**src/verilog/rv64_pkg.sv**
```systemverilog
package rv64_pkg;

    localparam int xlen_w = 64;
    localparam int nregs  = 32;

    typedef logic [31:0]       instr_t;
    typedef logic [xlen_w-1:0] addr_t;
    typedef logic [xlen_w-1:0] word_t;
    typedef logic [4:0]        reg_idx_t;
    typedef logic [6:0]        opcode_t;
    typedef logic [2:0]        funct3_t;
    typedef logic [6:0]        funct7_t;

    // Major opcodes, RV64I base map
    localparam opcode_t opc_op_imm    = 7'b0010011;
    localparam opcode_t opc_op        = 7'b0110011;
    localparam opcode_t opc_op_imm_32 = 7'b0011011;
    localparam opcode_t opc_op_32     = 7'b0111011;
    localparam opcode_t opc_lui       = 7'b0110111;
    localparam opcode_t opc_auipc     = 7'b0010111;
    localparam opcode_t opc_jal       = 7'b1101111;
    localparam opcode_t opc_jalr      = 7'b1100111;
    localparam opcode_t opc_branch    = 7'b1100011;
    localparam opcode_t opc_load      = 7'b0000011;
    localparam opcode_t opc_store     = 7'b0100011;
    localparam opcode_t opc_system    = 7'b1110011;

    localparam funct7_t f7_base   = 7'b0000000;
    localparam funct7_t f7_alt    = 7'b0100000;  // SUB and SRA
    localparam funct7_t f7_muldiv = 7'b0000001;
    localparam funct7_t f7_mret   = 7'b0011000;
    localparam funct7_t f7_sfence = 7'b0001001;

    typedef enum logic [4:0] {
        ALUI, ALU, ALUIW, ALUW, LUI, JAL, JALR, BZ, BNZ, LD, SD, AUIPC,
        CSR, CSRI, ECALL, MRET, SFENCE, UNKNOWN
    } decode_op_t;

    typedef enum logic [4:0] {
        ADD, SUB, XOR, OR, AND, SLT, SLTU, SLL, SRL, SRA,
        MULT, DIV, DIVU, REM, REMU, EQL, CPYB,
        ALU_CSRW, ALU_CSRS, ALU_CSRC, ALU_ECALL, ALU_MRET, NOTALU
    } alufunc_t;

    typedef struct packed {
        addr_t  pc;
        instr_t instr;
    } fetch_pkt_t;

    typedef struct packed {
        logic     en;
        reg_idx_t rd;
        word_t    data;
    } wb_req_t;

    typedef struct packed {
        addr_t      pc;
        decode_op_t op;
        alufunc_t   alufunc;
        logic       regwrite;
        reg_idx_t   rd;
        reg_idx_t   rs1;
        reg_idx_t   rs2;
        word_t      imm;
        word_t      rs1_data;  // Sampled at acceptance
        word_t      rs2_data;
        funct3_t    funct3;
    } decoded_t;

endpackage
```
**src/verilog/decode_reg.sv**
```systemverilog
module decode_reg (
    input  logic               clk,
    input  logic               rst_n,
    input  logic               in_valid,
    output logic               in_ready,
    input  rv64_pkg::decoded_t in_dec,
    output logic               out_valid,
    input  logic               out_ready,
    output rv64_pkg::decoded_t out_dec
);

    logic load;

    // Free slot, or the held entry leaves this cycle
    assign in_ready = !out_valid || out_ready;
    assign load     = in_valid && in_ready;

    always_ff @(posedge clk or negedge rst_n) begin
        if (!rst_n) begin
            out_valid <= 1'b0;
        end else if (in_ready) begin
            out_valid <= in_valid;  // Drops when drained without refill
        end
    end

    always_ff @(posedge clk) begin
        if (load) begin
            out_dec <= in_dec;
        end
    end

    // A stalled entry must neither vanish nor change
    a_out_hold: assert property (
        @(posedge clk) disable iff (!rst_n)
        out_valid && !out_ready |=> out_valid && $stable(out_dec)
    ) else $error("decode_reg: output changed under back-pressure");

    a_valid_known: assert property (
        @(posedge clk) disable iff (!rst_n)
        !$isunknown(out_valid)
    ) else $error("decode_reg: out_valid unknown");

endmodule

```
**src/verilog/decode_stage.sv**
```systemverilog
module decode_stage (
    input  logic                 clk,
    input  logic                 rst_n,
    input  logic                 in_valid,
    output logic                 in_ready,
    input  rv64_pkg::fetch_pkt_t in_pkt,
    output logic                 out_valid,
    input  logic                 out_ready,
    output rv64_pkg::decoded_t   out_dec,
    input  rv64_pkg::wb_req_t    wb
);
    import rv64_pkg::*;

    decoded_t dec;

    // Raw fields straight from the instruction word
    assign dec.pc     = in_pkt.pc;
    assign dec.rd     = in_pkt.instr[11:7];
    assign dec.rs1    = in_pkt.instr[19:15];
    assign dec.rs2    = in_pkt.instr[24:20];
    assign dec.funct3 = in_pkt.instr[14:12];

    decoder decoder_i (
        .instr    (in_pkt.instr),
        .op       (dec.op),
        .alufunc  (dec.alufunc),
        .regwrite (dec.regwrite)
    );

    imm_gen imm_gen_i (
        .instr (in_pkt.instr),
        .imm   (dec.imm)
    );

    regfile regfile_i (
        .clk      (clk),
        .rst_n    (rst_n),
        .rs1      (dec.rs1),
        .rs2      (dec.rs2),
        .rs1_data (dec.rs1_data),
        .rs2_data (dec.rs2_data),
        .wb       (wb)
    );

    decode_reg decode_reg_i (
        .clk       (clk),
        .rst_n     (rst_n),
        .in_valid  (in_valid),
        .in_ready  (in_ready),
        .in_dec    (dec),
        .out_valid (out_valid),
        .out_ready (out_ready),
        .out_dec   (out_dec)
    );

    // Fetch must hold its packet while stalled
    a_in_stable: assert property (
        @(posedge clk) disable iff (!rst_n)
        in_valid && !in_ready |=> $stable(in_pkt)
    ) else $error("decode_stage: in_pkt changed while stalled");

endmodule

```
**src/verilog/decoder.sv**
```systemverilog
module decoder (
    input  rv64_pkg::instr_t     instr,
    output rv64_pkg::decode_op_t op,
    output rv64_pkg::alufunc_t   alufunc,
    output logic                 regwrite
);
    import rv64_pkg::*;

    opcode_t  opcode;
    funct3_t  funct3;
    funct7_t  funct7;
    alufunc_t imm_func;
    alufunc_t rr_func;

    // Shared by OP-IMM, OP-IMM-32 and the base OP forms
    function automatic alufunc_t base_func(input funct3_t f3, input logic alt);
        alufunc_t f;
        case (f3)
            3'b000: f = ADD;
            3'b001: f = SLL;
            3'b010: f = SLT;
            3'b011: f = SLTU;
            3'b100: f = XOR;
            3'b101: f = alt ? SRA : SRL;
            3'b110: f = OR;
            default: f = AND;
        endcase
        return f;
    endfunction

    // Register-register forms, OP and OP-32
    function automatic alufunc_t reg_func(input funct3_t f3, input funct7_t f7);
        alufunc_t f;
        f = NOTALU;
        if (f7 == f7_base) begin
            f = base_func(f3, 1'b0);
        end else if (f7 == f7_alt) begin
            case (f3)
                3'b000: f = SUB;
                3'b101: f = SRA;
                default: f = NOTALU;
            endcase
        end else if (f7 == f7_muldiv) begin
            case (f3)
                3'b000: f = MULT;
                3'b100: f = DIV;
                3'b101: f = DIVU;
                3'b110: f = REM;
                3'b111: f = REMU;
                default: f = NOTALU;  // MULH variants not supported
            endcase
        end
        return f;
    endfunction

    assign opcode   = instr[6:0];
    assign funct3   = instr[14:12];
    assign funct7   = instr[31:25];
    assign imm_func = base_func(funct3, instr[30]);
    assign rr_func  = reg_func(funct3, funct7);

    always_comb begin
        case (opcode)
            opc_op_imm: begin
                op       = ALUI;
                alufunc  = imm_func;
                regwrite = 1'b1;
            end
            opc_op_imm_32: begin
                op       = ALUIW;
                alufunc  = imm_func;
                regwrite = 1'b1;
            end
            opc_op: begin
                op       = (rr_func == NOTALU) ? UNKNOWN : ALU;
                alufunc  = rr_func;
                regwrite = (rr_func != NOTALU);
            end
            opc_op_32: begin
                op       = (rr_func == NOTALU) ? UNKNOWN : ALUW;
                alufunc  = rr_func;
                regwrite = (rr_func != NOTALU);
            end
            opc_lui: begin
                op       = LUI;
                alufunc  = CPYB;
                regwrite = 1'b1;
            end
            opc_auipc: begin
                op       = AUIPC;
                alufunc  = ADD;
                regwrite = 1'b1;
            end
            opc_jal: begin
                op       = JAL;
                alufunc  = ADD;
                regwrite = 1'b1;
            end
            opc_jalr: begin
                op       = JALR;
                alufunc  = ADD;
                regwrite = 1'b1;
            end
            opc_branch: begin
                regwrite = 1'b0;
                op       = funct3[0] ? BNZ : BZ;  // Taken on nonzero compare
                case (funct3[2:1])
                    2'b00: alufunc = EQL;
                    2'b10: alufunc = SLT;
                    2'b11: alufunc = SLTU;
                    default: begin
                        op      = UNKNOWN;
                        alufunc = NOTALU;
                    end
                endcase
            end
            opc_load: begin
                op       = LD;
                alufunc  = ADD;
                regwrite = 1'b1;
            end
            opc_store: begin
                op       = SD;
                alufunc  = ADD;
                regwrite = 1'b0;
            end
            opc_system: begin
                case (funct3)
                    3'b000: begin
                        regwrite = 1'b0;
                        case (funct7)
                            f7_base: begin
                                op      = ECALL;
                                alufunc = ALU_ECALL;
                            end
                            f7_mret: begin
                                op      = MRET;
                                alufunc = ALU_MRET;
                            end
                            f7_sfence: begin
                                op      = SFENCE;
                                alufunc = NOTALU;
                            end
                            default: begin
                                op      = UNKNOWN;
                                alufunc = NOTALU;
                            end
                        endcase
                    end
                    3'b100: begin
                        op       = UNKNOWN;
                        alufunc  = NOTALU;
                        regwrite = 1'b0;
                    end
                    default: begin
                        op       = funct3[2] ? CSRI : CSR;  // Bit 2 picks zimm form
                        regwrite = 1'b1;
                        case (funct3[1:0])
                            2'b01: alufunc = ALU_CSRW;
                            2'b10: alufunc = ALU_CSRS;
                            default: alufunc = ALU_CSRC;
                        endcase
                    end
                endcase
            end
            default: begin
                op       = UNKNOWN;
                alufunc  = NOTALU;
                regwrite = 1'b0;
            end
        endcase
    end

endmodule

```
**src/verilog/imm_gen.sv**
```systemverilog
module imm_gen (
    input  rv64_pkg::instr_t instr,
    output rv64_pkg::word_t  imm
);
    import rv64_pkg::*;

    opcode_t opcode;
    logic    sign;
    word_t   imm_i;
    word_t   imm_s;
    word_t   imm_b;
    word_t   imm_u;
    word_t   imm_j;
    word_t   imm_z;

    assign opcode = instr[6:0];
    assign sign   = instr[31];

    assign imm_i = {{(xlen_w-12){sign}}, instr[31:20]};
    assign imm_s = {{(xlen_w-12){sign}}, instr[31:25], instr[11:7]};
    assign imm_b = {{(xlen_w-13){sign}}, sign, instr[7], instr[30:25], instr[11:8], 1'b0};
    assign imm_u = {{(xlen_w-32){sign}}, instr[31:12], 12'b0};
    assign imm_j = {{(xlen_w-21){sign}}, sign, instr[19:12], instr[20], instr[30:21], 1'b0};
    assign imm_z = {{(xlen_w-5){1'b0}}, instr[19:15]};  // CSR zimm, no sign

    always_comb begin
        case (opcode)
            opc_op_imm,
            opc_op_imm_32,
            opc_load,
            opc_jalr:   imm = imm_i;
            opc_store:  imm = imm_s;
            opc_branch: imm = imm_b;
            opc_lui,
            opc_auipc:  imm = imm_u;
            opc_jal:    imm = imm_j;
            opc_system: imm = imm_z;
            default:    imm = '0;
        endcase
    end

endmodule

```
**src/verilog/regfile.sv**
```systemverilog
module regfile (
    input  logic               clk,
    input  logic               rst_n,
    input  rv64_pkg::reg_idx_t rs1,
    input  rv64_pkg::reg_idx_t rs2,
    output rv64_pkg::word_t    rs1_data,
    output rv64_pkg::word_t    rs2_data,
    input  rv64_pkg::wb_req_t  wb
);
    import rv64_pkg::*;

    word_t regs [nregs];
    logic  wr_en;

    // Write of x0 is dropped here
    assign wr_en = wb.en && (wb.rd != '0);

    always_ff @(posedge clk or negedge rst_n) begin
        if (!rst_n) begin
            for (int i = 0; i < nregs; i++) begin
                regs[i] <= '0;
            end
        end else if (wr_en) begin
            regs[wb.rd] <= wb.data;
        end
    end

    function automatic word_t read_port(input reg_idx_t idx);
        word_t d;
        if (idx == '0) begin
            d = '0;
        end else if (wr_en && (wb.rd == idx)) begin
            d = wb.data;  // Same-cycle writeback bypass
        end else begin
            d = regs[idx];
        end
        return d;
    endfunction

    always_comb begin
        rs1_data = read_port(rs1);
        rs2_data = read_port(rs2);
    end

endmodule

```
**config.mk**
```make
export PLATFORM = sky130hd
export DESIGN_NAME = decode_stage
export DESIGN_NICKNAME = d
export VERILOG_FILES = /design/src/verilog/rv64_pkg.sv /design/src/verilog/decode_reg.sv /design/src/verilog/decode_stage.sv /design/src/verilog/decoder.sv /design/src/verilog/imm_gen.sv /design/src/verilog/regfile.sv
export SDC_FILE = /design/constraint.sdc
export NUM_CORES = 2
export LEC_CHECK = 0
export BUFFER_PORTS_ARGS = -buffer_cell sky130_fd_sc_hd__clkbuf_2
export CAP_MARGIN = 20
export CORE_AREA = 3 3 449 451
export CTS_CLUSTER_DIAMETER = 100
export DETAILED_ROUTE_END_ITERATION = 8
export DIE_AREA = 0 0 452 454
export PLACE_DENSITY = 0.77
export SYNTH_ARGS = -nofsm -noshare
export SYNTH_HDL_FRONTEND = slang
export SYNTH_SLANG_ARGS = --single-unit
export TNS_END_PERCENT = 100
```
**constraint.sdc**
```tcl
create_clock -name clk -period 11.3 [get_ports clk]
set_input_delay 0 -clock clk [delete_from_list [all_inputs] [get_ports clk]]
set_output_delay 0 -clock clk [all_outputs]
set_load 0.1 [all_outputs]
```
==> metrics.yaml <==
run_status:
  status: "complete, no violations"
clocking:
  cts.sinks: 2302
  cts-resized-gates: 0
  cts_made_buffers: 233
  clk-insertion-delay-late_ns: 0.91
  root_buffer: "clkbuf_16"
  clockBufferDepth: 3
  htree_levels: 4
  cts_tree: "built"
  clk_pin_slew_ns: 0.06
power_and_ir_drop:
  swShare_pct: 29.0
  intPower_uw: 17100
  power_uw: 24100
  switchingPower_uw: 7000
  peakVddDrop_uv: 196
  seqPwrFrac_pct: 45.6
  power_density_mw_per_mm2: 182
  p_leak_uw: 0.0577
  p_comb_share_pct: 20.7
  p_clk_share_pct: 33.7
drt:
  wl_per_cell_um: 37.6
  wl_met3_mm: 53.3
  wl_mm: 419
  ant_nets: 0
  vias_per_cell: 7.46
  dr.first_iter.drc_count: 11800
  drc: 0
  vias: 83200
  wl_met2_mm: 184
  met1_length_mm: 147
  top_layer_used: "met5"
  firstDrtPassIters: 8
die:
  start_util_pct: 59.9
  die_w_um: 452
  fp.dieH_um: 454
  std_cell_rows: 163
  dieArea_sq_mm: 0.205
  core_area_sq_mm: 0.198
  io_pins: 457
finish:
  finalNetCount: 8449
  area_growth_pct: 12.0
  layout-drive-gt1-share_pct: 46.0
  final_cells: 11200
  fin_util_pct: 67.1
critical_path:
  max_stage_delay_ns: 0.86
  startpoint_type: "input port"
  criticalPathCategory: "input port to register"
  path_max_fanout: 49
  reg2reg_depth: 4
  cp-endpoint: "decode_reg_i.out_dec[44]"
  slowest_stage: "nand2_4"
  endpoint_kind: "register"
  r2r-start: "decode_reg_i.out_valid"
  crit_chain: "dlygate4sd3_1 > buf_8 > buf_4 > buf_4 > nand2_4 > buf_4 > o221ai_1 > a21oi_1 > nand2_1 > a32o_1 > dlygate4sd3_1"
  r2r_slack_ns: 7.85
  cp.arrival_ns: 5.32
  crit_top_cell: "buf_4"
  critPathRequiredTime_ns: 12.06
  critical_path.startpoint: "in_pkt[21]"
  r2r_end: "decode_reg_i.out_dec[86]"
placed_design:
  io_buffers: 456
  detailed_place_hpwl_mm: 227
  gp_congestion: 0.881
  placed_cells: 10400
yosys:
  syn_area_per_cell_sq_um: 14.7
  synth_top_area_share_pct: 43.3
  synthTopCellsByArea: "dfrtp_1 43%, mux2_2 19%, mux4_2 14%"
  syn_inst: 8069
  yosysWarnings: 0
  async_reset_ff_share_pct: 89.0
  synth_cell_types: 70
  synthTopCellsByCount: "2049 x dfrtp_1, 2035 x mux2_2, 757 x mux4_2"
  dominantRegCellSynth: "dfrtp_1"
  yosysTopAreaCell: "dfrtp_1"
  synth_edf_count: 253
  synth-seq-area-share_pct: 49.8
  synth_seq_cells: 2302
  syn_nets: 8239
  syn-cell-area_sq_mm: 0.118
  yosysMostFrequentCell: "dfrtp_1"
timing:
  hold_viol: 0
  max_clock_freq_ghz: 0.219
  relSlewSlack_pct: 15.0
  period_needed_ns: 4.56
  whs_ns: 0.0715
  skew_ns: 0.0381
  slew_viol_final: 0
  rsz0062_at_grt: "no"
  setup_viol: 0
  worst_pin_slew_ns: 1.27
  fin_tns_setup_ns: 0
  min_period_over_period_pct: 40.3
global_routing:
  antenna_found_initial: 28
  grt_pass1_vias: 83700
  grt_pass1_wl_mm: 600
  grt_max_degree: 189
  grt_use_total_pct: 40.6
  overflow: 0
worst_hold_path:
  hp-class: "input port to register"
  hp-start: "in_pkt[9]"
run:
  cap_violations: 0
[routing by layer]
layer / track usage (%) / vias up
met5: 0.117 / -
met4: 28.0 / 18
li1: - / 31600
met2: 59.5 / 6400
met1: 52.0 / 43400
met3: 12.5 / 1723
[kinds of logic (layout without fill, tap and decap cells)]
kind of cell,Yosys count,after routing,synth area share [%]
mux,3388,3388,38.8
simple gates,591,591,2.37
other cells,0,30,0
xor+xnor,13,13,0.0962
flops,2302,2302,49.8
compound gates,835,835,5.27
fa+ha+maj,1,1,0.00846
buf+inv,939,1356,3.65
[cell usage in the layout (no fill, tap or decap), drive strengths merged, types with 30 or more instances in the layout]
| cell type | count |
|---|---|
| a22oi | 183 |
| dlygate4sd3 | 265 |
| mux2 | 2062 |
| nor2 | 119 |
| mux2i | 569 |
| a32o | 71 |
| mux4 | 757 |
| a221o | 45 |
| nor3 | 79 |
| a211oi | 50 |
| buf | 192 |
| o22ai | 154 |
| nand2 | 207 |
| o221ai | 77 |
| o21ai | 49 |
| diode | 30 |
| a21oi | 80 |
| dfrtp | 2049 |
| edfxtp | 253 |
| clkbuf | 782 |
| nand3 | 71 |
| clkinv | 67 |
[through the flow]
stage / setup slack (ns) / cell area, sq um
2_1_floorplan: 3.15 / 118000
3_3_place_gp: 6.99 / 122000
3_5_place_dp: 6.94 / 122000
4_1_cts: 7.03 / 132000
5_1_grt: 6.77 / 132000
6_report: 6.74 / 133000
[power by group through the flow]
stage,combinational [uW],clock [uW],sequential (uW)
after global placement,4690,0,10900
after global routing,5260,8520,11100
after CTS,4930,8170,10900
after floorplan,3320,0,11200
final,4990,8140,11000
after detailed placement,4820,0,11100
[how the worst min path moves through the flow]
stage / end / slack, ns / cells past startpoint
2_1_floorplan: decode_reg_i.out_valid / -0.30 / 0
3_3_place_gp: regfile_i.regs[1527] / 0.10 / 1
3_5_place_dp: decode_reg_i.out_valid / 0.12 / 1
4_1_cts: decode_reg_i.out_dec[133] / 0.02 / 4
5_1_grt: decode_reg_i.out_dec[197] / 0.08 / 2
6_report: decode_reg_i.out_dec[133] / 0.07 / 4
[state kept, by name, summed over array words and instances (netlist names)]
signal                  count
decode_reg_i.out_dec      253
decode_reg_i.out_valid      1
regfile_i.regs           2048
[timing repair]
item                      in CTS  in global routing
hold buffers                 266                  0
hold endpoints to repair    2858                  0
buffers inserted               0                  0
[final cells by class]
type,count,area [sq um]
clock buffers,337,6870
repair buffers,902,6710
inverters,12,48.8
flip-flops and latches,2302,58900
multi-input cells,4828,55500
fillers,13400,65100
well taps,2640,3300
clock inverters,105,1150
diodes,30,75.1
[worst max-delay path, delay by kind of cell]
family	cells	cell delay [ns]
simple gates	2	0.96
buf+inv	6	3.68
compound gates	3	0.53
Note: power is estimated with default switching activity, not from simulation.
